**src/logic/gradient_lane.sv**
```systemverilog
// Gradient lane: one output row, holding its error element and per-column accumulators
`timescale 1ns/1ns
`default_nettype none

module gradient_lane #(
  parameter int DATA_SIZE = 16,
  parameter int MAX_COLS  = 8,
  localparam int ACC_SIZE = 2 * DATA_SIZE + 8,
  localparam int COL_W    = (MAX_COLS > 1) ? $clog2(MAX_COLS) : 1
) (
  input  wire                         CLK,
  input  wire                         RST,

  // From the feeder
  input  wire                         lane_clear,
  input  wire                         d_load,
  input  wire signed [DATA_SIZE-1:0]  d_value,
  input  wire                         op_valid,
  input  wire        [COL_W-1:0]      op_col,
  input  wire signed [DATA_SIZE-1:0]  op_value,

  // Read port for the collector
  input  wire        [COL_W-1:0]      rd_col,
  output logic signed [ACC_SIZE-1:0]  rd_value
);

  ////////////////////////////////////////
  // Signals
  ////////////////////////////////////////

  logic signed [DATA_SIZE-1:0]   d_reg;    // Error element d(t;l) of this row
  logic signed [DATA_SIZE-1:0]   d_eff;
  logic signed [2*DATA_SIZE-1:0] product;
  logic signed [ACC_SIZE-1:0]    acc [MAX_COLS];

  ////////////////////////////////////////
  // Multiply
  ////////////////////////////////////////

  // Bias operand can land together with the row's own load
  assign d_eff   = d_load ? d_value : d_reg;
  assign product = d_eff * op_value;  // Full signed product

  ////////////////////////////////////////
  // Accumulate
  ////////////////////////////////////////

  always_ff @(posedge CLK or posedge RST) begin
    if (RST) begin
      d_reg <= '0;
      for (int c = 0; c < MAX_COLS; c++) begin
        acc[c] <= '0;
      end
    end else begin
      if (d_load) begin
        d_reg <= d_value;
      end

      if (lane_clear) begin
        // New job starts from zero
        for (int c = 0; c < MAX_COLS; c++) begin
          acc[c] <= '0;
        end
      end else if (op_valid) begin
        acc[op_col] <= acc[op_col] + product;  // Sign-extended to ACC_SIZE
      end
    end
  end

  assign rd_value = acc[rd_col];  // Combinational read, column set by collector

endmodule

`default_nettype wire

```
**config.mk**
```make
export PLATFORM = sky130hd
export DESIGN_NAME = gradient_lane
export DESIGN_NICKNAME = d
export VERILOG_FILES = /design/src/logic/gradient_lane.sv
export SDC_FILE = /design/constraint.sdc
export NUM_CORES = 2
export LEC_CHECK = 0
export BUFFER_PORTS_ARGS = -buffer_cell sky130_fd_sc_hd__buf_2
export CAP_MARGIN = 20
export CORE_MARGIN = 5
export CORE_UTILIZATION = 45
export CTS_BUF_LIST = sky130_fd_sc_hd__clkbuf_8
export CTS_CLUSTER_DIAMETER = 150
export DETAILED_ROUTE_END_ITERATION = 6
export HOLD_SLACK_MARGIN = 0.05
export MAX_ROUTING_LAYER = met4
export PLACE_DENSITY_LB_ADDON = 0.1
export SLEW_MARGIN = 0
export SYNTH_ARGS = -nofsm -noshare
export SYNTH_HDL_FRONTEND = slang
export SYNTH_SLANG_ARGS = --single-unit
```
**constraint.sdc**
```tcl
create_clock -name CLK -period 11 [get_ports CLK]
set_input_delay 0.55 -clock CLK [delete_from_list [all_inputs] [get_ports CLK]]
set_output_delay 0.55 -clock CLK [all_outputs]
set_load 0.02 [all_outputs]
```
==> run metrics <==
Clock Skew 0.0251 ns; port buffer count 82; post-CTS sizing 0; Detail Placement HPWL 63100 µm; Net Count, Synth 3475; initial DRC count 1996; Crit Path Max Fanout 17; Die X 265 µm; Detail Route Antenna Nets 0; Initial Util 0.455; FFs w/ async S/R, synth 1.00; syn_area_per_cell 9.82 µm²; maximum capacitance violations 0; total track usage 0.277; crit path launch type primary input; DR vias/cell 5.92; final setup TNS 0 ns; status completed; DR DRC count 0; core area 64500 µm²; crit path time final 7.46 ns; Layout Nets 3463; maximum clock rate 134 MHz; CTS tree done; part of the cycle the worst path needs 0.678; pin count of the biggest net entering global routing 131; commonest non-fill, non-tap cell in the layout nand2_1; layout cells sized above 1 0.127; relative slew slack 0.272; CTS Buffer Depth 3; register bit total from synthesis 336; hold crit path type primary input to async pin; post-synthesis sequential area ratio 0.287; Yosys warnings 0; TritonCTS Buffers 66; final hold vios 0; htree depth 3; CP Capture Type flop; CTS sink count 336; TritonRoute pass-1 iters 5; Netlist cell types 66; P&R area growth vs syn 8.32%; Worst-path clk slew 0.06 ns; crit path kind primary input to flop; ys flop type dfrtp_1; vias in the first global route 24285; routed length per instance 24.2 µm; Die H 265 µm; mapped cell area 29300 µm²; Hold-fix buffers, CTS 0; Post-CTS Setup Bufs 0; number of synthesized flops with an enable pin 0; WL final 93700 µm; most frequent cells in the layout nand2_1, inv_1, dfrtp_1, fa_1, a21oi_1; WP data arrival 8.04 ns; Critical Path Start d_load; Worst-Margin Slew 1.09 ns; FF-to-FF Start d_reg[15]; vias 22963; total grt overflow 0; CTS root buf clkbuf_8; RSZ-0062 raised after global routing no; max reg flops 320; post-synthesis cell count 2987; Top Ports 83; Row Count 93; die area 70400 µm²; fin. max-slew vios 0; # setup viols final 0; initial antenna violation count 2; first-pass GRT wire length 148000 µm; Routability Congestion 0.886; Critical Path RT 11.58 ns; Worst-Skew Late Latency 0.66 ns
==> path summary, 6_finish.rpt <==
kind,end,slack [ns],depth (start not counted)
max,acc[195],3.54,22
min reg2reg,acc[58],0.50,2
min,acc[200],0.1,2
min in group CLK,acc[120],0.35,2
max in group asynchronous,d_reg[2],9.40,3
max reg2reg,acc[195],3.55,21
==> worst max-delay path, stage by stage <==
cell and delay, ns:
buf_2 0.32, mux2_2 0.54, nand2_1 0.20, inv_1 0.08
fa_1 0.75, fa_1 0.46, inv_1 0.31, fa_1 0.66
fa_1 0.81, inv_1 0.16, fa_1 0.50, inv_1 0.05
fa_1 0.47, inv_1 0.04, ha_1 0.28, a211oi_1 0.31
o211ai_1 0.14, o21ai_1 0.39, nor2_1 0.10, xor2_1 0.59
nor2_1 0.11, nor3_1 0.19
==> stage by stage <==
| stage | hold WS [ns] | cell area, µm² | util | worst slack (ns) | instances |
|---|---|---|---|---|---|
| after floorplan | 0.466 | 29300 | - | 1.14 | 2987 |
| after global routing | 0.191 | 31800 | 0.493 | 2.93 | 3876 |
| after CTS | 0.126 | 31700 | 0.492 | 3.58 | 3873 |
| final | 0.0988 | 31800 | 0.493 | 3.54 | 3878 |
| after detailed placement | 0.494 | 30400 | 0.472 | 2.92 | 3760 |
| after global placement | 0.479 | 30400 | 0.472 | 2.98 | 3760 |
==> cell families (layout without fill, tap and decap cells) <==
kind of cell             Yosys count  in the layout  synth area share
flip-flops                       336            336             0.287
other                              0              3                 0
XOR/XNOR                          38             38            0.0121
AO/OA/AOI/OAI                    585            585             0.133
multiplexers                     139            139            0.0840
adder cells (fa/ha/maj)          445            445             0.274
buffers and inverters            614            647            0.0793
AND/OR/NAND/NOR                  830            830             0.131
==> per-layer routing <==
| layer | wire, µm | global-route usage | part of all wire |
|---|---|---|---|
| met5 | 0 | - | 0 |
| met4 | 2860 | 0.0871 | 0.031 |
| met3 | 7200 | 0.0463 | 0.077 |
| met2 | 43100 | 0.423 | 0.46 |
| met1 | 40600 | 0.385 | 0.43 |
==> synthesized netlist by cell type (8+ instances only) <==
library cell,n,area share
ha_1,115,0.049
inv_1,413,0.053
buf_1,11,0.0014
o21ai_0,77,0.013
nand4_1,46,0.0098
nand2b_1,8,0.0017
nor3b_1,9,0.0023
a22o_1,87,0.026
mux2_2,57,0.022
nor3_1,16,0.0027
a21oi_1,187,0.032
nor2_1,96,0.012
nand2_1,459,0.059
a22oi_1,156,0.040
fa_1,330,0.23
xnor2_1,22,0.0066
and2_1,126,0.027
nand3_1,13,0.0022
clkbuf_1,182,0.023
xor2_1,13,0.0039
dfrtp_1,336,0.29
a21o_1,9,0.0023
a211oi_1,12,0.0031
mux4_2,80,0.061
nand3b_1,27,0.0069
==> cell type report <==
cell class              count  area [µm²]
inverters                 414        1560
well taps                 855        1070
multi-input cells        2037       18700
diodes                      3        7.51
clock inverters            36         254
repair buffers            120         727
clock buffers              77        1060
flip-flops and latches    336        8410
fillers                  6105       32700
Power is not shown: default switching activity piles up to over one toggle a cycle in this logic, so the estimate is an artifact.
