**src/logic/ntm_trainer_pkg.sv**
```systemverilog
// Shared job opcode and FSM state types of the controller gradient engine
`default_nettype none

package ntm_trainer_pkg;

  ////////////////////////////////////////
  // Job opcodes
  ////////////////////////////////////////

  typedef enum logic [1:0] {
    OP_WEIGHT    = 2'd0,  // d(t) x x(t), gives dW
    OP_RECURRENT = 2'd1,  // d(t+1) x h(t), gives dU
    OP_BIAS      = 2'd2   // d(t) x 1, gives db
  } trainer_op_t;

  ////////////////////////////////////////
  // FSM states
  ////////////////////////////////////////

  // Feeder sequencing
  typedef enum logic [2:0] {
    FD_IDLE,
    FD_CLEAR,     // Accumulators wiped
    FD_LOAD_D,    // Error elements, one per lane
    FD_STREAM_X,  // Operand elements, one per column
    FD_BIAS_ONE,  // Constant operand issued
    FD_FLUSH      // Let the last products land
  } feeder_state_t;

  // Collector drain
  typedef enum logic [1:0] {
    CL_IDLE,
    CL_STREAM,
    CL_DONE
  } collector_state_t;

endpackage

`default_nettype wire

```
**src/logic/gradient_collector.sv**
```systemverilog
// Gradient collector: drains every row's accumulators as one stream and flags completion
`timescale 1ns/1ns
`default_nettype none

module gradient_collector
  import ntm_trainer_pkg::*;
#(
  parameter int DATA_SIZE = 16,
  parameter int LANES     = 4,
  parameter int MAX_COLS  = 8,
  localparam int ACC_SIZE = 2 * DATA_SIZE + 8,
  localparam int COL_W    = (MAX_COLS > 1) ? $clog2(MAX_COLS) : 1,
  localparam int COUNT_W  = $clog2(MAX_COLS + 1)
) (
  input  wire                         CLK,
  input  wire                         RST,

  // From the feeder
  input  wire                         drain_start,
  input  wire        [COUNT_W-1:0]    drain_cols,

  // Lane read ports
  output logic       [COL_W-1:0]      rd_col,
  input  wire signed [ACC_SIZE-1:0]   rd_value [LANES],

  // Output stream
  output logic                        OUT_L_ENABLE,
  output logic                        OUT_X_ENABLE,
  output logic signed [ACC_SIZE-1:0]  DATA_OUT,
  output logic                        READY
);

  localparam int LANE_W = (LANES > 1) ? $clog2(LANES) : 1;

  ////////////////////////////////////////
  // Signals
  ////////////////////////////////////////

  collector_state_t     state;
  logic [COUNT_W-1:0]   cols_r;    // Columns per row for this drain
  logic [COUNT_W-1:0]   cols_now;
  logic [COUNT_W-1:0]   col_cnt;
  logic [LANE_W-1:0]    row_cnt;

  logic emit;      // One element leaves this cycle
  logic last_col;
  logic last_row;

  // First element goes out straight from drain_start
  assign emit     = (state == CL_STREAM) || ((state == CL_IDLE) && drain_start);
  assign cols_now = (state == CL_IDLE) ? drain_cols : cols_r;
  assign last_col = (col_cnt + 1'b1 == cols_now);
  assign last_row = (row_cnt == LANE_W'(LANES - 1));

  assign rd_col = col_cnt[COL_W-1:0];  // Same column to every lane

  ////////////////////////////////////////
  // Drain FSM
  ////////////////////////////////////////

  always_ff @(posedge CLK or posedge RST) begin
    if (RST) begin
      state        <= CL_IDLE;
      cols_r       <= '0;
      col_cnt      <= '0;
      row_cnt      <= '0;
      OUT_L_ENABLE <= 1'b0;
      OUT_X_ENABLE <= 1'b0;
      READY        <= 1'b0;
    end else begin
      OUT_X_ENABLE <= emit;                      // Every element
      OUT_L_ENABLE <= emit && (col_cnt == '0);   // Row start only
      READY        <= 1'b0;

      case (state)
        CL_IDLE: begin
          if (drain_start) begin
            cols_r <= drain_cols;
            state  <= CL_STREAM;
          end
        end

        CL_STREAM: ;  // Walk handled below

        CL_DONE: begin
          READY <= 1'b1;  // Cycle after the last element
          state <= CL_IDLE;
        end

        default: state <= CL_IDLE;
      endcase

      // Row-major walk, columns inside rows
      if (emit) begin
        if (last_col) begin
          col_cnt <= '0;
          if (last_row) begin
            row_cnt <= '0;
            state   <= CL_DONE;
          end else begin
            row_cnt <= row_cnt + 1'b1;
          end
        end else begin
          col_cnt <= col_cnt + 1'b1;
        end
      end
    end
  end

  // Output register, row picks the lane
  always_ff @(posedge CLK) begin
    if (emit) begin
      DATA_OUT <= rd_value[row_cnt];
    end
  end

endmodule

`default_nettype wire

```
**config.mk**
```make
export PLATFORM = sky130hd
export DESIGN_NAME = gradient_collector
export DESIGN_NICKNAME = d
export VERILOG_FILES = /design/src/logic/ntm_trainer_pkg.sv /design/src/logic/gradient_collector.sv
export SDC_FILE = /design/constraint.sdc
export NUM_CORES = 1
export LEC_CHECK = 0
export BUFFER_PORTS_ARGS = -buffer_cell sky130_fd_sc_hd__buf_2
export CAP_MARGIN = 0
export CORE_ASPECT_RATIO = 1.4
export CORE_UTILIZATION = 44
export DETAILED_ROUTE_END_ITERATION = 10
export PLACE_DENSITY = 0.86
export SYNTH_ARGS = -nofsm -noshare
export SYNTH_HDL_FRONTEND = slang
export SYNTH_SLANG_ARGS = --single-unit
```
**constraint.sdc**
```tcl
create_clock -name CLK -period 4.9 [get_ports CLK]
set_input_delay 0.49 -clock CLK [delete_from_list [all_inputs] [get_ports CLK]]
set_output_delay 0.49 -clock CLK [all_outputs]
set_load 0.005 [all_outputs]
```
==> metrics, run 1 <==
FMAX=439 MHz; Async S/R FF share, synth=between 20 and 30%; largest net degree at the start of global routing=47; EDFF count, synth=40; Die Height=98.4 um; post-synth net total=330; vias in the first global route=2429; Critical Path Start=state[1]$_DFF_PP0_; Inserted Diodes=0; Data required, critical path=5090 ps; Setup violations, final=0; num ports=213; Layout area overhead=39.9%; Setup crit end=row_cnt[1]$_DFFE_PP0P_; Peak VDD IR=approximately 280 uV; number of DRC markers in iteration 0=119; Sequential cell area=1580 um^2; FF+latch count, synth=55; hold_buf cts=0; antenna violations before repair=0; top cells by area, synth=edfxtp_1 (41%), mux4_2 (31%), dfrtp_1 (13%); Clock Pin Slew Worst Setup and Hold Paths=90 ps; Tot Pwr=between 2 and 2.5 mW; CP startpoint kind=flop; Compound-Gate Fraction of Synth Area=3.00%; core area=6300 um^2; Setup WS post-layout=2620 ps; hold slack=between 200 and 250 ps; Synth Area in Adders=between 1 and 1.5%; Die ar.=6970 um^2; Post-layout nets=536; reg-to-reg slack, setup=2620 ps; reg-to-reg startpoint=state[1]$_DFF_PP0_; Leak=1.88 nW; final worst path period share=between 40% and 50%; share of cells above drive strength 1=between 70% and 80%; Post-Syn Instances=160; CP Capture Type=flop; max-cap violation count=0; minimum clock period after layout=2280 ps; depth of the worst register-to-register path=4; CTS Buffer Depth=2; Synth Area in XOR/XNOR=1.20%; outcome=finished with violations; critical path peak fanout=46; 1st-pass router iterations=7; final routed DRC violation total=24; proportion of synthesized area in mux cells=33.8%; dpl ws=2540 ps; top cells by count, synth=edfxtp_1 (40), mux4_2 (40), dfrtp_1 (15), nand2_1 (6); Slew HR=36.9%; YS warnings=0; Mean Syn Cell Area=between 15 and 20 um^2; Arr. time, crit path=2470 ps; simple-gate share of the synthesized area=3.60%; largest family of logic cells by synthesized area=multiplexers; post_cts resized=0; vias=2408; GPL Wtd Cong=0.857; Routed Antenna Nets=0; total grt overflow=0; unrepaired setup endpoints after global routing=no; cell area after synthesis=2920 um^2; worst slew pin tran=946 ps; htree depth=2; DPL Wire Length=6290 um; wire length per cell=17.8 um; area of the multi-input gates=1250 um^2; max-slew violations=0; share of the synthesized area in the top cell type=41.1%; register area share after synthesis=54.0%; first-pass GRT wire length=11700 um; final WL=7830 um; filler instances=497; skew final=10.3 ps; HP Class=in2async; CTS Root Cell=clkbuf_8; Most used DFF post-synth=edfxtp_1; failing checks=design-rule violations; CTS tree=yes; area leader, netlist=edfxtp_1; Via density=around 5.5; Power per Cell Area=558 nW/um^2; port buffer count=212; Num CTS Buffers=5; Rows=34; setup TNS=0 ps; Horiz. Die Dim=roughly 71 um; critical path type=reg2reg; Initial Util=approximately 46%; distinct cell type count after synthesis=35; worst r2r dst=row_cnt[1]$_DFFE_PP0P_; Hold Fails Final Rpt=0; post-CTS setup buffer count=0; worst skew pair latency=300 ps; Sink Count=55; total track usage=22.6%
==> final cells by class <==
type / count / share of cell area, %
Clock buffer: 7 / 1.87
Inverter: 4 / 0.367
Tap cell: 72 / 2.20
Timing Repair Buffer: 213 / 26.1
Sequential cell: 55 / 38.6
Clock inverter: 1 / 0.122
Multi-Input combinational cell: 87 / 30.7
==> placed cells by master, fill, tap and decap left out, types with 2 or more instances in the layout <==
cell / n
and3_1: 2
buf_2: 212
clkbuf_1: 2
clkbuf_8: 5
dfrtp_1: 13
dfrtp_2: 2
edfxtp_1: 40
ha_1: 3
inv_1: 3
mux2_1: 2
mux2_2: 4
mux2i_1: 2
mux4_2: 40
nand2_1: 6
nor2_1: 3
nor3b_1: 2
o21a_1: 3
o21ai_0: 2
xnor2_1: 3
==> sequential cells by signal, indices dropped and copies added (netlist names) <==
signal and cells:
state 2, cols_r 4, OUT_L_ENABLE 1, row_cnt 2, READY 1, DATA_OUT 40, OUT_X_ENABLE 1, col_cnt 4
==> how the worst min path moves through the flow <==
stage	from	cells past startpoint	slack, ps	to
after CTS	RST	2	240	col_cnt[0]$_DFFE_PP0P_
final	RST	2	230	OUT_L_ENABLE$_DFF_PP0_
after floorplan	RST	1	390	OUT_L_ENABLE$_DFF_PP0_
after detailed placement	col_cnt[3]$_DFFE_PP0P_	1	480	OUT_L_ENABLE$_DFF_PP0_
after global routing	RST	2	280	row_cnt[0]$_DFFE_PP0P_
after global placement	cols_r[2]$_DFFE_PP0P_	1	490	cols_r[2]$_DFFE_PP0P_
==> stage by stage <==
step	area, um^2	utilization, %	cells
floorplan	2920	-	160
global placement	4010	63.6	431
detailed placement	4010	63.6	431
CTS	4090	64.9	439
global route	4090	64.9	439
finish	4090	64.9	439
==> layer usage <==
metal / up-vias / wire [um] / GRT usage [%]
met5: - / 0 / 0
met4: 0 / 146 / 8.62
met3: 14 / 805 / 6.54
met2: 169 / 4250 / 40.5
met1: 1149 / 2620 / 25.2
li1: 1076 / - / -
==> where the power goes <==
| part | switching [mW] | internal, mW |
|---|---|---|
| registers | 0.190 | 0.815 |
| clock network | 0.136 | 0.101 |
| logic | 0.437 | 0.601 |
==> logic make-up after synthesis <==
group	after synthesis
AOI/OAI and AO/OA	12
xor gates and xnor gates	4
adders and majority gates	3
buffers and inverters	18
DFF	55
muxes	48
and+or+nand+nor	20
==> critical path: stages, from the launching register on <==
cell	delay, ps
dfrtp_1	440
o21bai_1	310
inv_2	750
nand4_1	280
mux2_1	390
No activity file was read; power rests on OpenSTA's default activity.
==> run 2: changes to the inputs <==
--- a/config.mk
+++ b/config.mk
@@ -8,9 +8,9 @@
 export BUFFER_PORTS_ARGS = -buffer_cell sky130_fd_sc_hd__buf_2
 export CAP_MARGIN = 0
 export CORE_ASPECT_RATIO = 1.4
-export CORE_UTILIZATION = 44
+export CORE_UTILIZATION = 37
 export DETAILED_ROUTE_END_ITERATION = 10
-export PLACE_DENSITY = 0.86
+export PLACE_DENSITY = 0.77
 export SYNTH_ARGS = -nofsm -noshare
 export SYNTH_HDL_FRONTEND = slang
 export SYNTH_SLANG_ARGS = --single-unit
==> constraint.sdc (replaced) <==
create_clock -name CLK -period 1.85 [get_ports CLK]
set_input_delay 0.185 -clock CLK [delete_from_list [all_inputs] [get_ports CLK]]
set_output_delay 0.185 -clock CLK [all_outputs]
set_load 0.005 [all_outputs]
==> metrics, run 2 (same netlist as run 1, synthesis figures left out) <==
met3 wire len=487 um (was 805 um); WL met1=3020 um (was 2620 um); CTS tree=yes (unchanged); Largest Register=DATA_OUT (unchanged); max-slew violations=0 (unchanged); FMAX=510 MHz (was 439 MHz); vias in the first global route=2627 (was 2429); Power per Cell Area=1530 nW/um^2 (was 558 nW/um^2); unrepaired setup endpoints after global routing=yes (was no); htree depth=2 (unchanged); Slew HR=61.1% (was 36.9%); DPL Wire Length=6610 um (was 6290 um); most frequent cells in the layout=buf_2 (212), edfxtp_1 (40), mux4_2 (40), buf_4 (15), dfrtp_1 (11) (was buf_2 (212), edfxtp_1 (40), mux4_2 (40), dfrtp_1 (13), nand2_1 (6)); num ports=213 (unchanged); Sink Count=55 (unchanged); number of DRC markers in iteration 0=131 (was 119); Rows=38 (was 34); Leak=2.00 nW (was 1.88 nW); final routed DRC violation total=0 (was 24); GPL Wtd Cong=0.798 (was 0.857); Largest register FFs=40 (unchanged); total track usage=20.8% (was 22.6%); Via density=5.04 (was 5.49); CP Capture Type=flop (unchanged); biggest regs=DATA_OUT x40, col_cnt x4, cols_r x4 (unchanged); most common cell after layout, fill and taps aside=buf_2 (unchanged); uppermost routed layer=met4 (unchanged); worst skew pair latency=310 ps (was 300 ps); filler instances=645 (was 497); Die ar.=8260 um^2 (was 6970 um^2); Setup WS post-layout=-110 ps (was 2620 ps); Num CTS Buffers=5 (unchanged); Arr. time, crit path=2160 ps (was 2470 ps); share of cells above drive strength 1=77.7% (was 72.8%); reg-to-reg slack, setup=-110 ps (was 2620 ps); worst slew pin tran=582 ps (was 946 ps); Post-layout nets=554 (was 536); final WL=8530 um (was 7830 um); max-cap violation count=0 (unchanged); Setup violations, final=7 (was 0); Horiz. Die Dim=77.1 um (was 70.9 um); Layout area overhead=49.5% (was 39.9%); dpl ws=-177 ps (was 2540 ps); vias=2443 (was 2408); outcome=finished with violations (unchanged); total grt overflow=0 (unchanged); Inserted Diodes=0 (unchanged); Clock Pin Slew Worst Setup and Hold Paths=100 ps (was 90 ps); CP startpoint kind=flop (unchanged); Data required, critical path=2050 ps (was 5090 ps); HP Class=in2reg (was in2async); Die Height=107 um (was 98.4 um); final worst path period share=106% (was 46.5%); minimum clock period after layout=1960 ps (was 2280 ps); final core occ=56.7% (was 64.9%); wire length per cell=17.6 um (was 17.8 um); first-pass GRT wire length=12800 um (was 11700 um); antenna violations before repair=0 (unchanged); 1st-pass router iterations=4 (was 7); failing checks=negative setup slack (was design-rule violations); Routed Antenna Nets=0 (unchanged); CTS Root Cell=clkbuf_8 (unchanged); CTS Buffer Depth=2 (unchanged); Peak VDD IR=613 uV (was 276 uV); Initial Util=37.9% (was 46.4%); skew final=4.89 ps (was 10.3 ps); port buffer count=212 (unchanged); critical path type=reg2reg (unchanged); largest net degree at the start of global routing=30 (was 47); core area=7700 um^2 (was 6300 um^2); critical path peak fanout=6 (was 46); Hold Fails Final Rpt=0 (unchanged); WL met2=4890 um (was 4250 um)
## run 2: cell types whose count changed in the layout (fill, tap and decap cells not counted), sizes merged
| cell | delta |
|---|---|
| clkinvlp | +1 |
| dlygate4sd3 | +1 |
| inv | +1 |
| clkbuf | -2 |
| buf | +17 |
## run 2: path summary, 6_finish.rpt
path | startpoint | end | cells after the start
max in group asynchronous | RST | state[0]$_DFF_PP0_ | 3
setup / recovery | state[0]$_DFF_PP0_ | row_cnt[0]$_DFFE_PP0P_ | 6
setup reg to reg | state[0]$_DFF_PP0_ | row_cnt[0]$_DFFE_PP0P_ | 6
hold / removal | drain_cols[2] | cols_r[2]$_DFFE_PP0P_ | 2
min in group asynchronous | RST | col_cnt[2]$_DFFE_PP0P_ | 3
hold reg to reg | col_cnt[3]$_DFFE_PP0P_ | OUT_L_ENABLE$_DFF_PP0_ | 1
## run 2: layout make-up
class                   instances  area, um^2  area share (%)
clock inverters                 3        17.5           0.401
inverters                       4        18.8           0.430
well taps                     100         125            2.87
flip-flops and latches         55        1580            36.2
clock buffers                   5        68.8            1.58
repair buffers                231        1240            28.5
multi-input cells              87        1310            30.0
## run 2: report_power, final
group | internal, mW | leakage, nW | switching, mW
Combinational | 2.01 | 1.35 | 1.57
Sequential | 2.16 | 0.598 | 0.267
Clock | 0.267 | 0.0488 | 0.410
Total | 4.43 | 2.00 | 2.25
## run 2: worst max-delay path, stage by stage (launching register included)
cell,delay [ps]
dfrtp_2,430
buf_4,170
nor3b_2,250
o21ai_1,150
a211oi_4,310
nand4_1,210
mux2_4,340
## run 2: per-stage QoR
stage	power [mW]	hold WS, ps	instances	cell area, um^2	setup TNS (ps)
floorplan	4.49	86.5	160	2940	-485
global placement	5.62	258	468	4160	-489
detailed placement	5.75	262	468	4160	-1120
CTS	6.69	103	482	4330	-395
global route	7.12	123	485	4370	-846
finish	6.68	122	485	4370	-368
## run 2: per-layer routing
metal,track usage [%],vias up
li1,-,1110
met1,22.0,1204
met2,39.9,119
met3,4.60,10
met4,7.95,0
met5,0,-
## run 2: what timing repair did
item	in CTS	in global routing
endpoints found under the setup margin	8	8
endpoints found under the hold margin	15	0
hold buffers	1	0
pin swaps	4	2
gates resized for setup	9	5
setup buffers	5	3
==> run 3: changes to the inputs <==
--- a/config.mk
+++ b/config.mk
@@ -11,6 +11,7 @@
 export CORE_UTILIZATION = 37
 export DETAILED_ROUTE_END_ITERATION = 10
 export PLACE_DENSITY = 0.77
+export RECOVER_POWER = 100
 export SYNTH_ARGS = -nofsm -noshare
 export SYNTH_HDL_FRONTEND = slang
 export SYNTH_SLANG_ARGS = --single-unit
==> metrics, run 3 (same netlist as run 1, synthesis figures left out) <==
worst r2r dst=row_cnt[0]$_DFFE_PP0P_ (unchanged); outcome=finished with violations (unchanged); total grt overflow=0 (unchanged); CP Capture Type=flop (unchanged); Initial Util=37.9% (unchanged); Rows=38 (unchanged); worst skew pair latency=310 ps (about the same); reg-to-reg startpoint=state[0]$_DFF_PP0_ (unchanged); most frequent cells in the layout=buf_2 (184), edfxtp_1 (40), mux4_2 (40), clkbuf_1 (26), buf_4 (15) (was buf_2 (212), edfxtp_1 (40), mux4_2 (40), buf_4 (15), dfrtp_1 (11)); critical path peak fanout=6 (unchanged); unrepaired setup endpoints after global routing=yes (unchanged); Die ar.=8260 um^2 (unchanged); worst slew pin tran=584 ps (was 582 ps); core area=7700 um^2 (unchanged); vias=2450 (was 2443); area of the multi-input gates=1300 um^2 (was 1310 um^2); HP Start=drain_cols[2] (unchanged); Setup violations, final=7 (unchanged); CTS Buffer Depth=2 (unchanged); biggest regs=DATA_OUT x40, col_cnt x4, cols_r x4 (unchanged); fin cells=485 (unchanged); depth of the worst register-to-register path=6 (unchanged); vias in the first global route=2627 (unchanged); Routed Antenna Nets=0 (unchanged); minimum clock period after layout=1960 ps (about the same); Setup WS post-layout=-112 ps (was -110 ps); dpl cells=468 (unchanged); max-slew violations=0 (unchanged); Power per Cell Area=1530 nW/um^2 (about the same); Sequential cell area=1580 um^2 (unchanged); largest net degree at the start of global routing=30 (unchanged); Horiz. Die Dim=77.1 um (unchanged); WHS Path Cells=2 (unchanged); total track usage=20.8% (unchanged); Slew HR=61.1% (about the same); FMAX=510 MHz (about the same); Num CTS Buffers=5 (unchanged); Leak=1.92 nW (was 2.00 nW); 1st-pass router iterations=4 (unchanged); Data required, critical path=2050 ps (about the same); Largest register FFs=40 (unchanged); Layout area overhead=48.0% (was 49.5%); most common cell after layout, fill and taps aside=buf_2 (unchanged); hold slack=123 ps (was 122 ps); failing checks=negative setup slack (unchanged); Post-layout nets=554 (unchanged); Inserted Diodes=0 (unchanged); DPL Wire Length=6610 um (unchanged); CTS Root Cell=clkbuf_8 (unchanged); final worst path period share=106% (about the same); Largest Register=DATA_OUT (unchanged); share of cells above drive strength 1=70.4% (was 77.7%); max-cap violation count=0 (unchanged); htree depth=2 (unchanged); Peak VDD IR=615 uV (was 613 uV); number of DRC markers in iteration 0=128 (was 131); GPL Wtd Cong=0.798 (unchanged); Clock Pin Slew Worst Setup and Hold Paths=100 ps (about the same); antenna violations before repair=0 (unchanged); Via density=5.05 (was 5.04); Hold Fails Final Rpt=0 (unchanged); Arr. time, crit path=2170 ps (was 2160 ps); wire length per cell=17.6 um (about the same); final WL=8530 um (about the same); reg-to-reg slack, setup=-110 ps (about the same); Hold EP=cols_r[2]$_DFFE_PP0P_ (unchanged); filler instances=666 (was 645); CP startpoint kind=flop (unchanged); num ports=213 (unchanged); Sink Count=55 (unchanged); port buffer count=212 (unchanged); skew final=3.87 ps (was 4.89 ps); final routed DRC violation total=0 (unchanged); critical path type=reg2reg (unchanged); Die Height=107 um (unchanged); HP Class=in2reg (unchanged); first-pass GRT wire length=12800 um (unchanged); CTS tree=yes (unchanged)
run 3: how the worst max path moves through the flow:
stage                        endpoint  cells after the start              startpoint  slack, ps
2_1_floorplan  row_cnt[1]$_DFFE_PP0P_                      5      state[0]$_DFF_PP0_       -240
3_3_place_gp   row_cnt[0]$_DFFE_PP0P_                      6  col_cnt[0]$_DFFE_PP0P_        -90
3_5_place_dp   row_cnt[0]$_DFFE_PP0P_                      6  col_cnt[0]$_DFFE_PP0P_       -180
4_1_cts        row_cnt[0]$_DFFE_PP0P_                      6  col_cnt[1]$_DFFE_PP0P_       -110
5_1_grt        row_cnt[1]$_DFFE_PP0P_                      6      state[0]$_DFF_PP0_       -170
6_report       row_cnt[0]$_DFFE_PP0P_                      6      state[0]$_DFF_PP0_       -110
run 3: metrics by stage:
step	setup TNS (ps)	setup slack (ps)	total power [mW]	instance area [um^2]	util (%)
after floorplan	-485	-243	4.49	2940	-
after global placement	-489	-93.7	5.62	4160	54.0
after global routing	-2350	-173	7.04	4320	56.1
after CTS	-395	-113	6.69	4330	56.2
after detailed placement	-1120	-177	5.75	4160	54.0
final	-390	-112	6.60	4320	56.1
run 3: final cells by class:
class / instances / area share [%]
Clock inverter: 3 / 0.405
Inverter: 4 / 0.434
Sequential cell: 55 / 36.6
Multi-Input combinational cell: 87 / 30.2
Clock buffer: 5 / 1.59
Timing Repair Buffer: 231 / 28.0
Tap cell: 100 / 2.89
run 3: per-layer routing:
metal | global-route usage, % | vias up | part of all wire (%)
li1 | - | 1109 | -
met1 | 22.0 | 1206 | 35
met2 | 39.9 | 123 | 57
met3 | 4.60 | 12 | 5.9
met4 | 7.95 | 0 | 1.6
met5 | 0 | - | 0
run 3: what timing repair did:
item	4_1_cts	5_1_grt
setup buffers	5	3
endpoints found under the setup margin	8	8
pin swaps	4	2
resized for setup	9	5
endpoints found under the hold margin	15	0
hold buffers	1	0
run 3: where the power goes:
group | leakage (nW) | internal [mW] | switching [mW]
sequential | 0.598 | 2.16 | 0.279
clock | 0.0488 | 0.267 | 0.410
combinational | 1.27 | 1.92 | 1.57
run 3: critical path, cell delays in order (launching register included):
cell and delay, ps:
dfrtp_2 430, buf_4 170, nor3b_2 260, o21ai_1 150
a211oi_4 310, nand4_1 210, mux2_4 340
