<file path="src/logic/ntm_trainer_pkg.sv">
// Shared job opcode and FSM state types of the controller gradient engine
`default_nettype none

package ntm_trainer_pkg;

  ////////////////////////////////////////
  // Job opcodes
  ////////////////////////////////////////

  typedef enum logic [1:0] {
    OP_WEIGHT    = 2'd0,  // d(t) x x(t), gives dW
    OP_RECURRENT = 2'd1,  // d(t+1) x h(t), gives dU
    OP_BIAS      = 2'd2   // d(t) x 1, gives db
  } trainer_op_t;

  ////////////////////////////////////////
  // FSM states
  ////////////////////////////////////////

  // Feeder sequencing
  typedef enum logic [2:0] {
    FD_IDLE,
    FD_CLEAR,     // Accumulators wiped
    FD_LOAD_D,    // Error elements, one per lane
    FD_STREAM_X,  // Operand elements, one per column
    FD_BIAS_ONE,  // Constant operand issued
    FD_FLUSH      // Let the last products land
  } feeder_state_t;

  // Collector drain
  typedef enum logic [1:0] {
    CL_IDLE,
    CL_STREAM,
    CL_DONE
  } collector_state_t;

endpackage

`default_nettype wire

</file>
<file path="src/logic/gradient_feeder.sv">
// Gradient feeder: sequences a job, routes error elements to lanes and broadcasts operands
`timescale 1ns/1ns
`default_nettype none

module gradient_feeder
  import ntm_trainer_pkg::*;
#(
  parameter int DATA_SIZE = 16,
  parameter int LANES     = 4,
  parameter int MAX_COLS  = 8,
  localparam int COL_W    = (MAX_COLS > 1) ? $clog2(MAX_COLS) : 1,
  localparam int COUNT_W  = $clog2(MAX_COLS + 1)
) (
  input  wire                         CLK,
  input  wire                         RST,

  // Job control
  input  wire                         START,
  input  wire trainer_op_t            OPCODE,
  input  wire        [DATA_SIZE-1:0]  SIZE_X,
  input  wire        [DATA_SIZE-1:0]  SIZE_T,

  // Error and operand streams
  input  wire                         D_IN_ENABLE,
  input  wire signed [DATA_SIZE-1:0]  D_IN,
  input  wire                         X_IN_ENABLE,
  input  wire signed [DATA_SIZE-1:0]  X_IN,

  // Lane array controls
  output logic                        lane_clear,
  output logic       [LANES-1:0]      d_load,
  output logic signed [DATA_SIZE-1:0] d_value,
  output logic                        op_valid,
  output logic       [COL_W-1:0]      op_col,
  output logic signed [DATA_SIZE-1:0] op_value,

  // Hand-off to the collector
  output logic                        drain_start,
  output logic       [COUNT_W-1:0]    drain_cols
);

  localparam int LANE_W = (LANES > 1) ? $clog2(LANES) : 1;

  ////////////////////////////////////////
  // Signals
  ////////////////////////////////////////

  feeder_state_t               state;
  feeder_state_t               d_next;     // Where the last error element leads
  trainer_op_t                 op_r;       // Job latched at START
  logic        [COUNT_W-1:0]   size_x_r;
  logic        [DATA_SIZE-1:0] size_t_r;
  logic        [DATA_SIZE-1:0] step_cnt;
  logic        [DATA_SIZE-1:0] step_next;
  logic        [LANE_W-1:0]    lane_cnt;
  logic        [COUNT_W-1:0]   col_cnt;
  logic                        flush_cnt;

  logic                        x_valid_r;
  logic        [COL_W-1:0]     x_col_r;
  logic signed [DATA_SIZE-1:0] x_value_r;

  // h(t) of the previous step, for the one-step offset of dU
  logic signed [DATA_SIZE-1:0] h_buf [MAX_COLS];

  logic d_accept;
  logic x_accept;
  logic last_lane;
  logic last_col;
  logic last_step;
  logic bias_done;

  ////////////////////////////////////////
  // Strobe qualification
  ////////////////////////////////////////

  assign bias_done = (step_cnt == size_t_r);  // All bias steps counted

  // D accepted right from the clear cycle, stray strobes dropped
  assign d_accept = D_IN_ENABLE &&
                    ((state == FD_CLEAR) || (state == FD_LOAD_D) ||
                     ((state == FD_BIAS_ONE) && !bias_done));
  assign x_accept = X_IN_ENABLE && (state == FD_STREAM_X);

  assign last_lane = (lane_cnt == LANE_W'(LANES - 1));
  assign last_col  = (col_cnt + 1'b1 == size_x_r);
  assign step_next = step_cnt + 1'b1;
  assign last_step = (step_next == size_t_r);

  // Bias rows take no X, the constant goes out instead
  assign d_next = (op_r == OP_BIAS) ? FD_BIAS_ONE : FD_STREAM_X;

  ////////////////////////////////////////
  // Control FSM
  ////////////////////////////////////////

  always_ff @(posedge CLK or posedge RST) begin
    if (RST) begin
      state       <= FD_IDLE;
      op_r        <= OP_WEIGHT;
      size_x_r    <= '0;
      size_t_r    <= '0;
      step_cnt    <= '0;
      lane_cnt    <= '0;
      col_cnt     <= '0;
      flush_cnt   <= 1'b0;
      d_load      <= '0;
      x_valid_r   <= 1'b0;
      drain_start <= 1'b0;
      drain_cols  <= '0;
    end else begin
      // Single-cycle strobes by default
      d_load      <= '0;
      x_valid_r   <= 1'b0;
      drain_start <= 1'b0;

      if (d_accept) begin
        d_load   <= LANES'(1) << lane_cnt;  // Row k loads one cycle after strobe k
        lane_cnt <= last_lane ? '0 : lane_cnt + 1'b1;
      end

      if (x_accept) begin
        // Step 0 of dU only fills the buffer
        x_valid_r <= !((op_r == OP_RECURRENT) && (step_cnt == '0));
        col_cnt   <= last_col ? '0 : col_cnt + 1'b1;
      end

      case (state)
        FD_IDLE: begin
          if (START) begin
            op_r     <= OPCODE;
            size_x_r <= SIZE_X[COUNT_W-1:0];
            size_t_r <= SIZE_T;
            step_cnt <= '0;
            lane_cnt <= '0;
            col_cnt  <= '0;
            state    <= FD_CLEAR;
          end
        end

        FD_CLEAR: state <= FD_LOAD_D;  // One cycle of lane_clear

        FD_LOAD_D: ;  // Left by the last error element below

        FD_STREAM_X: begin
          if (x_accept && last_col) begin
            step_cnt <= step_next;
            state    <= last_step ? FD_FLUSH : FD_LOAD_D;
          end
        end

        FD_BIAS_ONE: state <= bias_done ? FD_FLUSH : FD_LOAD_D;

        FD_FLUSH: begin
          // Two idle cycles, then hand over
          flush_cnt <= ~flush_cnt;
          if (flush_cnt) begin
            drain_start <= 1'b1;
            drain_cols  <= (op_r == OP_BIAS) ? COUNT_W'(1) : size_x_r;
            state       <= FD_IDLE;
          end
        end

        default: state <= FD_IDLE;
      endcase

      // Last error element of a step overrides the state walk
      if (d_accept && last_lane) begin
        state <= d_next;
        if (op_r == OP_BIAS) begin
          step_cnt <= step_next;  // Bias step ends with its D strobes
        end
      end
    end
  end

  ////////////////////////////////////////
  // Operand path
  ////////////////////////////////////////

  always_ff @(posedge CLK) begin
    if (d_accept) begin
      d_value <= D_IN;
    end
    if (x_accept) begin
      x_col_r <= col_cnt[COL_W-1:0];
      if (op_r == OP_RECURRENT) begin
        x_value_r                   <= h_buf[col_cnt[COL_W-1:0]];  // h(t-1)
        h_buf[col_cnt[COL_W-1:0]]   <= X_IN;                       // Keep h(t)
      end else begin
        x_value_r <= X_IN;
      end
    end
  end

  assign lane_clear = (state == FD_CLEAR);

  // Constant one at column 0 while in BIAS_ONE
  assign op_valid = x_valid_r || (state == FD_BIAS_ONE);
  assign op_col   = (state == FD_BIAS_ONE) ? '0 : x_col_r;
  assign op_value = (state == FD_BIAS_ONE) ? DATA_SIZE'(1) : x_value_r;

endmodule

`default_nettype wire

</file>
<file path="config.mk">
export PLATFORM = sky130hd
export DESIGN_NAME = gradient_feeder
export DESIGN_NICKNAME = d
export VERILOG_FILES = /design/src/logic/ntm_trainer_pkg.sv /design/src/logic/gradient_feeder.sv
export SDC_FILE = /design/constraint.sdc
export NUM_CORES = 1
export LEC_CHECK = 0
export BUFFER_PORTS_ARGS = -buffer_cell sky130_fd_sc_hd__buf_2
export CAP_MARGIN = 20
export CORE_MARGIN = 4
export CORE_UTILIZATION = 40
export DETAILED_ROUTE_END_ITERATION = 10
export GPL_TIMING_DRIVEN = 0
export SLEW_MARGIN = 20
export SYNTH_ARGS = -nofsm -noshare
export SYNTH_HDL_FRONTEND = slang
export SYNTH_SLANG_ARGS = --single-unit
export TNS_END_PERCENT = 5
</file>
<file path="constraint.sdc">
create_clock -name CLK -period 4.66 [get_ports CLK]
set_clock_uncertainty 0.05 [all_clocks]
set_input_delay 0.932 -clock CLK [delete_from_list [all_inputs] [get_ports CLK]]
set_output_delay 0.932 -clock CLK [all_outputs]
set_load 0.005 [all_outputs]
</file>
==> results of run 1 <==
==> per-stage QoR <==
| stage | hold WS (ns) | cells | TNS (ns) | utilization (%) |
|---|---|---|---|---|
| 2_1_floorplan | 0.373 | 769 | 0 | - |
| 3_3_place_gp | 0.379 | 1192 | -41.18 | 44.9 |
| 3_5_place_dp | 0.383 | 1204 | 0 | 45.8 |
| 4_1_cts | 0.202 | 1249 | 0 | 49.2 |
| 5_1_grt | 0.202 | 1249 | 0 | 49.2 |
| 6_report | 0.223 | 1249 | 0 | 49.2 |
==> per-layer routing <==
layer / global-route usage, % / share of wire (%)
met5: 0 / 0
met4: 4.96 / 2.3
met3: 3.16 / 7.1
met2: 28.6 / 45
met1: 26.3 / 46
==> flip-flops by register name (all words and copies together) (netlist names) <==
register	cells
col_cnt	4
d_load	4
x_col_r	3
d_value	16
x_valid_r	1
state	3
h_buf	128
flush_cnt	1
lane_cnt	2
size_t_r	16
drain_cols	4
step_cnt	16
x_value_r	16
drain_start	1
size_x_r	4
op_r	2
==> power by group through the flow <==
stage	Sequential, uW	Combinational (uW)	Clock, uW
CTS	2600	2030	1990
global placement	2630	1980	0
detailed placement	2630	2020	0
global route	2630	2220	2080
floorplan	2590	1360	0
finish	2590	2020	1960
==> cell families (layout without fill, tap and decap cells) <==
logic type	count (synthesis)	in the layout	synth area share [%]
mux	50	50	6.56
flops	221	221	65.1
fa+ha+maj	7	7	0.898
xor+xnor	36	36	3.31
simple gates	280	280	13.8
compound gates	115	115	7.72
buf+inv	60	221	2.60
==> worst register-to-register path, cell delays in order (launching register included) <==
cell and delay [ns]:
dfrtp_1 0.36, buf_2 0.33, buf_1 0.77, clkbuf_1 0.51
buf_1 0.63, nand2_1 0.14, nor3_2 0.41, buf_4 0.28
buf_6 0.17
==> worst paths after layout <==
kind	from	to	slack [ns]	cells past startpoint
min in group CLK	col_cnt[2]	x_col_r[2]	0.39	0
setup / recovery	col_cnt[0]	h_buf[3][11]	0.71	8
setup reg to reg	col_cnt[0]	h_buf[3][11]	0.71	8
hold reg to reg	col_cnt[2]	x_col_r[2]	0.39	0
hold / removal	RST	drain_cols[1]	0.22	2
max in group asynchronous	RST	step_cnt[8]	3.85	3
==> final cells by class <==
class / count / area share [%]
Clock inverter: 18 / 1.64
Buffer: 45 / 1.69
Clock buffer: 27 / 5.41
Timing Repair Buffer: 116 / 5.81
Tap cell: 319 / 3.41
Inverter: 15 / 0.503
Multi-Input combinational cell: 488 / 27.3
Sequential cell: 221 / 54.3
==> cell usage in the layout, fill, tap and decap left out, drive strengths merged, types with 12 or more instances in the layout <==
cell and instances:
and2 23, xnor2 20, clkbuf 59, clkinv 13, inv 15, a21oi 25, nor2 52, nand2 121
nand4 12, edfxtp 163, nand3 17, dfrtp 58, xor2 16, mux2i 29, buf 129, o21ai 37
==> flow_metrics.py, run 1 <==
metrics = {
    "status": {
        "status": "complete, no violations",
    },
    "clocking": {
        "cts-root-buf": "clkbuf_16",
        "cts_tree": "yes",
        "cts_setup_buffers": 0,
        "cts_max_path_buffers": 3,
        "clk_pin_slew_worst_paths_ns": 0.06,
        "cts_buffers": 25,
        "cts_hold_buf": 0,
        "htree_levels": 1,
        "clock-sinks": 221,
        "clk_latency_ns": 0.53,
        "cts_resized": 0,
    },
    "synthesis": {
        "synth_cell_type_count": 62,
        "synth_area_sq_mm": 0.00975,
        "avgSynthCellArea_sq_um": 12.7,
        "yosysTopAreaCell": "edfxtp_1",
        "ys.flop_type": "edfxtp_1",
        "syn-instance-count": 769,
        "synth_seq_area_share_pct": 65.1,
        "ys_warn_count": 0,
        "ys_top_cells_by_count": "edfxtp_1 (163), nand2_1 (121), dfrtp_1 (58)",
        "synthArstFlopShare_pct": 26.2,
        "syn_nets": 847,
        "synth_edf_count": 163,
        "synth_most_common_cell": "edfxtp_1",
        "synth_top_area_share_pct": 50.2,
        "synthTopCellsByArea": "edfxtp_1 (50%), dfrtp_1 (15%), nand2_1 (4.7%), mux2i_1 (3.0%), mux4_2 (2.3%)",
        "synth_seq_cells": 221,
    },
    "die": {
        "io_pins": 117,
        "rows": 56,
        "initial_core_util_pct": 41.1,
        "coreArea_sq_mm": 0.0238,
        "die_area_sq_mm": 0.0269,
        "die_x_um": 164,
        "die_h_um": 164,
    },
    "setup_path": {
        "endpoint_kind": "flip-flop",
        "path_class": "flip-flop to flip-flop",
        "crit_arrival_ns": 4.13,
        "slowest_delay_ns": 0.76,
        "worstPathCellList": "buf_2 > buf_1 > clkbuf_1 > buf_1 > nand2_1 > nor3_2 > buf_4 > buf_6",
        "cp_max_fo": 10,
        "crit_top_cell": "buf_1",
        "cp_slowest_cell": "buf_1",
        "path_delay_family": "buffers and inverters",
        "critPathRequiredTime_ns": 4.84,
        "crit_path_start_kind": "flip-flop",
        "cp.buffers_inverters": 6,
    },
    "power": {
        "combPwrFrac_pct": 30.7,
        "leakagePower_uw": 0.00449,
        "p_total_uw": 6560,
        "clkPwrFrac_pct": 29.8,
        "switching_share_pct": 33.6,
        "p_sw_uw": 2210,
        "ir_drop_uv": 309,
        "p_per_area_mw_per_mm2": 561,
        "seqPwrFrac_pct": 39.5,
        "p_int_uw": 4360,
    },
    "final_layout": {
        "register_area_sq_mm": 0.00635,
        "final_net_count": 990,
        "syn_to_final_growth_pct": 19.9,
        "multi_input_area_sq_mm": 0.00319,
        "drive_gt1_share_pct": 21.9,
        "fillers": 2127,
        "final_area_sq_mm": 0.0117,
        "antenna_cells": 0,
    },
    "sta": {
        "relSlewSlack_pct": 30.1,
        "tightestPinTransition_ns": 1.04,
        "rsz0062_at_grt": "no",
        "slew_viol_final": 0,
        "fmax_ghz": 0.253,
        "fin_crit_sh_pct": 84.8,
        "setup_viol": 0,
        "hold_viol_final": 0,
        "fin_ws_ns": 0.709,
        "min_period_ns": 3.95,
    },
    "route": {
        "wl_per_cell_um": 19.7,
        "via_per_inst": 5.20,
        "detailedRoute.firstPassIterationCount": 5,
        "antenna_left": 0,
        "totalWireLength_um": 24500,
        "drc": 0,
        "drtIter0Drc": 483,
        "vias": 6494,
    },
    "run": {
        "cap_viol_max_count": 0,
    },
    "worst_hold_path": {
        "hp-class": "input port to async pin",
    },
    "placement": {
        "placed_cell_area_sq_mm": 0.0109,
        "port_buffers": 104,
        "hpwlAfterDp_um": 16800,
        "globalplace.congestion": 0.848,
        "place_ws_ns": 0.628,
    },
    "grt": {
        "grt_use_total_pct": 18.2,
        "first_global_vias": 6384,
        "antenna_found_initial": 0,
        "grt_pass1_wl_um": 37600,
        "grt_max_degree": 56,
        "grt.overflow.total": 0,
    },
}
(Power assumes the default switching activity.)
==> run 2: changes to the inputs <==
==> constraint.sdc (replaced) <==
create_clock -name CLK -period 3.7 [get_ports CLK]
set_clock_uncertainty 0.05 [all_clocks]
set_input_delay 0.74 -clock CLK [delete_from_list [all_inputs] [get_ports CLK]]
set_output_delay 0.74 -clock CLK [all_outputs]
set_load 0.005 [all_outputs]
==> run 2 against run 1 <==
  * Clock power grew 26%
  * Fmax grew 16%
  * First-iteration DRC count increased by 13%
  * Count of clock-buffer cells in the layout unchanged
  * Setup slack got worse by 0.41 ns
  * Sequential power is 26% higher
  * Routed wire length is 0.48% lower
  * Global-route usage decreased by 0.11 points
  * Register-to-register slack got worse by 0.41 ns
  * Non-clock buffer count shrank 1
  * Critical path type unchanged
  * Highest routed layer unchanged
==> flow_metrics.py, run 2 (synthesized netlist as in run 1, its figures left out) <==
metrics = {
    "status": {
        "status": "complete, no violations",
    },
    "setup_path": {
        "endpoint_kind": "flip-flop",
        "reg2reg_depth": 6,
        "cp_slowest_cell": "clkbuf_1",
        "critPathRequiredTime_ns": 3.89,
        "path_class": "flip-flop to flip-flop",
        "crit_path_start_kind": "flip-flop",
        "crit_arrival_ns": 3.59,
        "worstReg2RegStart": "col_cnt[2]",
        "worstPathCellList": "clkbuf_1 > buf_1 > clkbuf_1 > nor3b_2 > buf_6 > buf_6",
        "r2r-end": "h_buf[4][12]",
        "slowest_delay_ns": 0.69,
        "cp.depth": 6,
        "cp.buffers_inverters": 5,
        "path_delay_family": "buffers and inverters",
        "cp_max_fo": 10,
        "ff2ff_setup_slack_ns": 0.30,
    },
    "final_layout": {
        "final_net_count": 989,
        "register_area_sq_mm": 0.00635,
        "fin_util_pct": 49.2,
        "drive_gt1_share_pct": 22.3,
        "syn_to_final_growth_pct": 19.9,
        "mostFrequentLayoutCells": "edfxtp_1 (163), nand2_1 (121), buf_2 (109)",
        "fillers": 2129,
        "largest_register_ffs": 128,
        "multi_input_area_sq_mm": 0.00319,
        "antenna_cells": 0,
        "final_common_cell": "edfxtp_1",
    },
    "clocking": {
        "cts_tree": "yes",
        "clk_latency_ns": 0.53,
        "clk_pin_slew_worst_paths_ns": 0.06,
        "cts_buffers": 25,
        "htree_levels": 1,
        "cts-root-buf": "clkbuf_16",
        "cts_max_path_buffers": 3,
        "clock-sinks": 221,
        "cts_hold_buf": 0,
    },
    "power": {
        "clkPwrFrac_pct": 29.8,
        "leakagePower_uw": 0.00449,
        "p_int_uw": 5490,
        "p_per_area_mw_per_mm2": 706,
        "ir_drop_uv": 389,
        "seqPwrFrac_pct": 39.6,
        "combPwrFrac_pct": 30.6,
        "p_sw_uw": 2770,
        "switching_share_pct": 33.6,
    },
    "route": {
        "via_per_inst": 5.20,
        "wl_met3_um": 1680,
        "detailedRoute.firstPassIterationCount": 5,
        "wl_per_cell_um": 19.6,
        "vias": 6486,
        "met1_length_um": 11200,
        "antenna_left": 0,
        "wl_met2_um": 11000,
        "drtIter0Drc": 548,
        "totalWireLength_um": 24400,
        "top_layer_used": "met4",
        "drc": 0,
    },
    "sta": {
        "setup_viol": 0,
        "tightestPinTransition_ns": 0.856,
        "fin_crit_sh_pct": 92.0,
        "setup-tns-final_ns": 0,
        "rsz0062_at_grt": "no",
        "slew_viol_final": 0,
        "min_period_ns": 3.40,
        "relSlewSlack_pct": 42.2,
        "fmax_ghz": 0.294,
        "hold_viol_final": 0,
    },
    "grt": {
        "antenna_found_initial": 0,
        "grt.overflow.total": 0,
        "grt_max_degree": 56,
        "grt_pass1_wl_um": 37400,
        "grt_use_total_pct": 18.1,
        "first_global_vias": 6377,
    },
    "die": {
        "coreArea_sq_mm": 0.0238,
        "die_area_sq_mm": 0.0269,
        "rows": 56,
        "initial_core_util_pct": 41.1,
        "io_pins": 117,
        "die_h_um": 164,
        "die_x_um": 164,
    },
    "placement": {
        "hpwlAfterDp_um": 16800,
        "port_buffers": 104,
        "globalplace.congestion": 0.848,
    },
    "worst_hold_path": {
        "hp-class": "input port to async pin",
    },
    "run": {
        "cap_viol_max_count": 0,
    },
}
-- run 2: changes by cell type in the layout (fill, tap and decap cells not counted), sizes merged --
cell and delta:
clkinv -1, buf -2, clkinvlp +1, clkbuf +1
-- run 2: cell type report --
type | instances | area share, %
Clock inverter | 18 | 1.64
Sequential cell | 221 | 54.3
Multi-Input combinational cell | 488 | 27.3
Buffer | 44 | 1.68
Timing Repair Buffer | 116 | 5.81
Inverter | 15 | 0.535
Tap cell | 319 | 3.41
Clock buffer | 27 | 5.41
-- run 2: timing repair --
action	in CTS	in global routing
cloned	0	0
setup buffers	0	0
setup endpoints to repair	53	7
gates resized for setup	2	1
hold endpoints to repair	0	0
-- run 2: worst max-delay path by stage --
stage	from	endpoint
global route	state[0]	step_cnt[8]
detailed placement	col_cnt[0]	h_buf[1][12]
floorplan	col_cnt[0]	h_buf[1][0]
finish	col_cnt[2]	h_buf[4][12]
CTS	col_cnt[1]	h_buf[3][11]
global placement	col_cnt[0]	h_buf[1][8]
-- run 2: metal layers --
metal  track usage, %  up-vias
li1                 -     3090
met1             26.1     3130
met4             4.88        0
met2             28.5      221
met3             3.09       45
met5                0        -
-- run 2: power groups by stage --
| stage | Combinational (uW) | Sequential, uW | Clock (uW) |
|---|---|---|---|
| after floorplan | 1710 | 3260 | 0 |
| after global placement | 2500 | 3310 | 0 |
| after detailed placement | 2540 | 3320 | 0 |
| after CTS | 2550 | 3270 | 2510 |
| after global routing | 2790 | 3310 | 2620 |
| final | 2530 | 3270 | 2460 |
-- run 2: through the flow --
| stage | hold slack (ns) | std cells | power, uW | worst slack [ns] | cell area [sq um] |
|---|---|---|---|---|---|
| 2_1_floorplan | 0.373 | 769 | 4970 | 0.290 | 9750 |
| 3_3_place_gp | 0.379 | 1192 | 5810 | -2.03 | 10700 |
| 3_5_place_dp | 0.383 | 1204 | 5860 | -0.332 | 10900 |
| 4_1_cts | 0.0103 | 1248 | 8330 | 0.113 | 11700 |
| 5_1_grt | 0.0104 | 1248 | 8720 | 0.00195 | 11700 |
| 6_report | 0.0322 | 1248 | 8260 | 0.297 | 11700 |
==> run 3: changes to the inputs <==
--- a/config.mk
+++ b/config.mk
@@ -5,11 +5,11 @@
 export SDC_FILE = /design/constraint.sdc
 export NUM_CORES = 1
 export LEC_CHECK = 0
-export BUFFER_PORTS_ARGS = -buffer_cell sky130_fd_sc_hd__buf_2
 export CAP_MARGIN = 20
 export CORE_MARGIN = 4
 export CORE_UTILIZATION = 40
 export DETAILED_ROUTE_END_ITERATION = 10
+export DONT_BUFFER_PORTS = 1
 export GPL_TIMING_DRIVEN = 0
 export SLEW_MARGIN = 20
 export SYNTH_ARGS = -nofsm -noshare
==> constraint.sdc (replaced) <==
create_clock -name CLK -period 4.27 [get_ports CLK]
set_clock_uncertainty 0.05 [all_clocks]
set_input_delay 0.854 -clock CLK [delete_from_list [all_inputs] [get_ports CLK]]
set_output_delay 0.854 -clock CLK [all_outputs]
set_load 0.005 [all_outputs]
==> run 3 against run 2 <==
  * Total power down 16%
  * Non-clock buffer count shrank 102
  * Clock power is 18% lower
  * Combinational power shrank 18%
  * Register-to-register slack gained 0.09 ns
  * Via count shrank 4.0%
  * Global-route usage decreased by 0.31 points
  * Flip-flop and latch count stayed put
  * Setup slack improved by 0.086 ns
  * Fmax down 12%
  * Design area shrank 4.8%
  * Count of clock-buffer cells in the layout is the same
  * Critical path type unchanged
  * Critical endpoint is now h_buf[3][10]
  * Largest power group unchanged
  * Highest routed layer unchanged
==> flow_metrics.py, run 3 (synthesized netlist as in run 1, its figures left out) <==
metrics = {
    "placement": {
        "hpwlAfterDp_um": 16500,
        "port_buffers": 0,
        "place_ws_ns": 0.325,
        "globalplace.congestion": 0.877,
        "place_inst": 1100,
    },
    "setup_path": {
        "cp_slowest_cell": "buf_1",
        "worstPathCellList": "buf_2 > buf_1 > clkbuf_1 > buf_1 > nand2_1 > nor3_2 > buf_4 > buf_6",
        "critPathRequiredTime_ns": 4.46,
        "crit_top_cell": "buf_1",
        "r2r-end": "h_buf[3][10]",
        "endpoint_kind": "flip-flop",
        "crit_path_start_kind": "flip-flop",
        "reg2reg_depth": 8,
        "slowest_delay_ns": 0.72,
        "crit_arrival_ns": 4.08,
        "worstReg2RegStart": "col_cnt[0]",
        "path_class": "flip-flop to flip-flop",
        "cp_max_fo": 10,
        "ff2ff_setup_slack_ns": 0.38,
    },
    "worst_hold_path": {
        "hp-class": "input port to async pin",
    },
    "sta": {
        "relSlewSlack_pct": 39.9,
        "fin_ws_ns": 0.383,
        "rsz0062_at_grt": "no",
        "setup-tns-final_ns": 0,
        "hold_viol_final": 0,
        "fin_crit_sh_pct": 91.0,
        "min_period_ns": 3.89,
        "fmax_ghz": 0.257,
        "tightestPinTransition_ns": 0.902,
        "setup_viol": 0,
        "slew_viol_final": 0,
    },
    "final_layout": {
        "finalNonFillerCells": 1145,
        "drive_gt1_share_pct": 11.6,
        "largest_register_ffs": 128,
        "final_common_cell": "edfxtp_1",
        "syn_to_final_growth_pct": 14.1,
        "multi_input_area_sq_mm": 0.00319,
        "mostFrequentLayoutCells": "edfxtp_1 (163), nand2_1 (121), dfrtp_1 (58)",
        "antenna_cells": 0,
        "fin_util_pct": 46.9,
        "register_area_sq_mm": 0.00635,
        "fillers": 2110,
        "final_net_count": 886,
    },
    "route": {
        "totalWireLength_um": 24000,
        "drc": 0,
        "antenna_left": 0,
        "via_per_inst": 5.44,
        "drtIter0Drc": 479,
        "wl_per_cell_um": 21.0,
        "vias": 6225,
        "detailedRoute.firstPassIterationCount": 5,
    },
    "clocking": {
        "cts_max_path_buffers": 3,
        "cts_resized": 0,
        "cts_hold_buf": 0,
        "clk_latency_ns": 0.54,
        "cts_setup_buffers": 0,
        "clock-sinks": 221,
        "cts_tree": "yes",
        "cts_buffers": 24,
        "htree_levels": 1,
        "cts-root-buf": "clkbuf_16",
        "clk_pin_slew_worst_paths_ns": 0.06,
    },
    "power": {
        "p_total_uw": 6930,
        "p_per_area_mw_per_mm2": 622,
        "leakagePower_uw": 0.00403,
        "ir_drop_uv": 347,
    },
    "grt": {
        "first_global_vias": 6187,
        "antenna_found_initial": 1,
        "grt_max_degree": 46,
        "grt.overflow.total": 0,
        "grt_pass1_wl_um": 36800,
        "grt_use_total_pct": 17.8,
    },
    "die": {
        "die_h_um": 164,
        "die_area_sq_mm": 0.0269,
        "coreArea_sq_mm": 0.0238,
        "io_pins": 117,
        "initial_core_util_pct": 41.1,
        "rows": 56,
        "die_x_um": 164,
    },
    "status": {
        "status": "complete, no violations",
    },
    "run": {
        "cap_viol_max_count": 0,
    },
}
[run 3: cell count changes in the layout (fill, tap and decap cells not counted)]
cell,delta
buf_2,-104
clkinv_1,+4
clkinv_2,-1
bufinv_16,-1
clkinv_16,+1
clkbuf_16,-1
buf_1,+2
buf_8,+1
buf_4,+1
buf_6,-1
clkbuf_2,-2
clkinv_4,-3
inv_16,-1
clkbuf_1,+2
[run 3: layer usage]
layer	track usage [%]	up-vias	wire length, um
li1	-	2868	-
met1	24.7	3080	10400
met2	28.6	247	11200
met3	3.99	30	1990
met4	4.42	0	427
met5	0	-	0
[run 3: stage by stage]
step           area [sq um]  hold WS (ns)
6_report              11100        0.0737
3_5_place_dp          10300         0.382
4_1_cts               11100        0.0586
5_1_grt               11100        0.0658
3_3_place_gp          10200         0.378
2_1_floorplan          9750         0.373
[run 3: where the power goes]
part | internal, uW | switching [uW] | leakage (uW)
sequential | 2650 | 193 | 0.00224
combinational | 768 | 1310 | 0.00143
clock | 1160 | 850 | 0.000366
total | 4580 | 2350 | 0.00403
[run 3: cell type report]
cell class / instances / area share [%]
sequential: 221 / 57.0
inverter: 15 / 0.528
multi-input combinational: 488 / 28.6
tap: 319 / 3.59
clock buffer: 27 / 5.50
clock inverter: 17 / 1.43
buffer: 45 / 1.78
timing repair buffer: 13 / 1.53
[run 3: worst max-delay path by stage]
| stage | endpoint | from | slack (ns) |
|---|---|---|---|
| floorplan | h_buf[1][0] | col_cnt[0] | 0.86 |
| global placement | h_buf[1][8] | col_cnt[0] | -1.43 |
| detailed placement | h_buf[3][2] | col_cnt[0] | 0.33 |
| CTS | h_buf[3][10] | col_cnt[0] | 0.28 |
| global route | h_buf[3][10] | col_cnt[0] | 0.09 |
| finish | h_buf[3][10] | col_cnt[0] | 0.38 |
[run 3: worst max-delay path: cells and delay by family, from the launching register on]
| kind | cells | cell delay, ns |
|---|---|---|
| buffers and inverters | 6 | 2.60 |
| flip-flops | 1 | 0.36 |
| AND/OR/NAND/NOR | 2 | 0.58 |
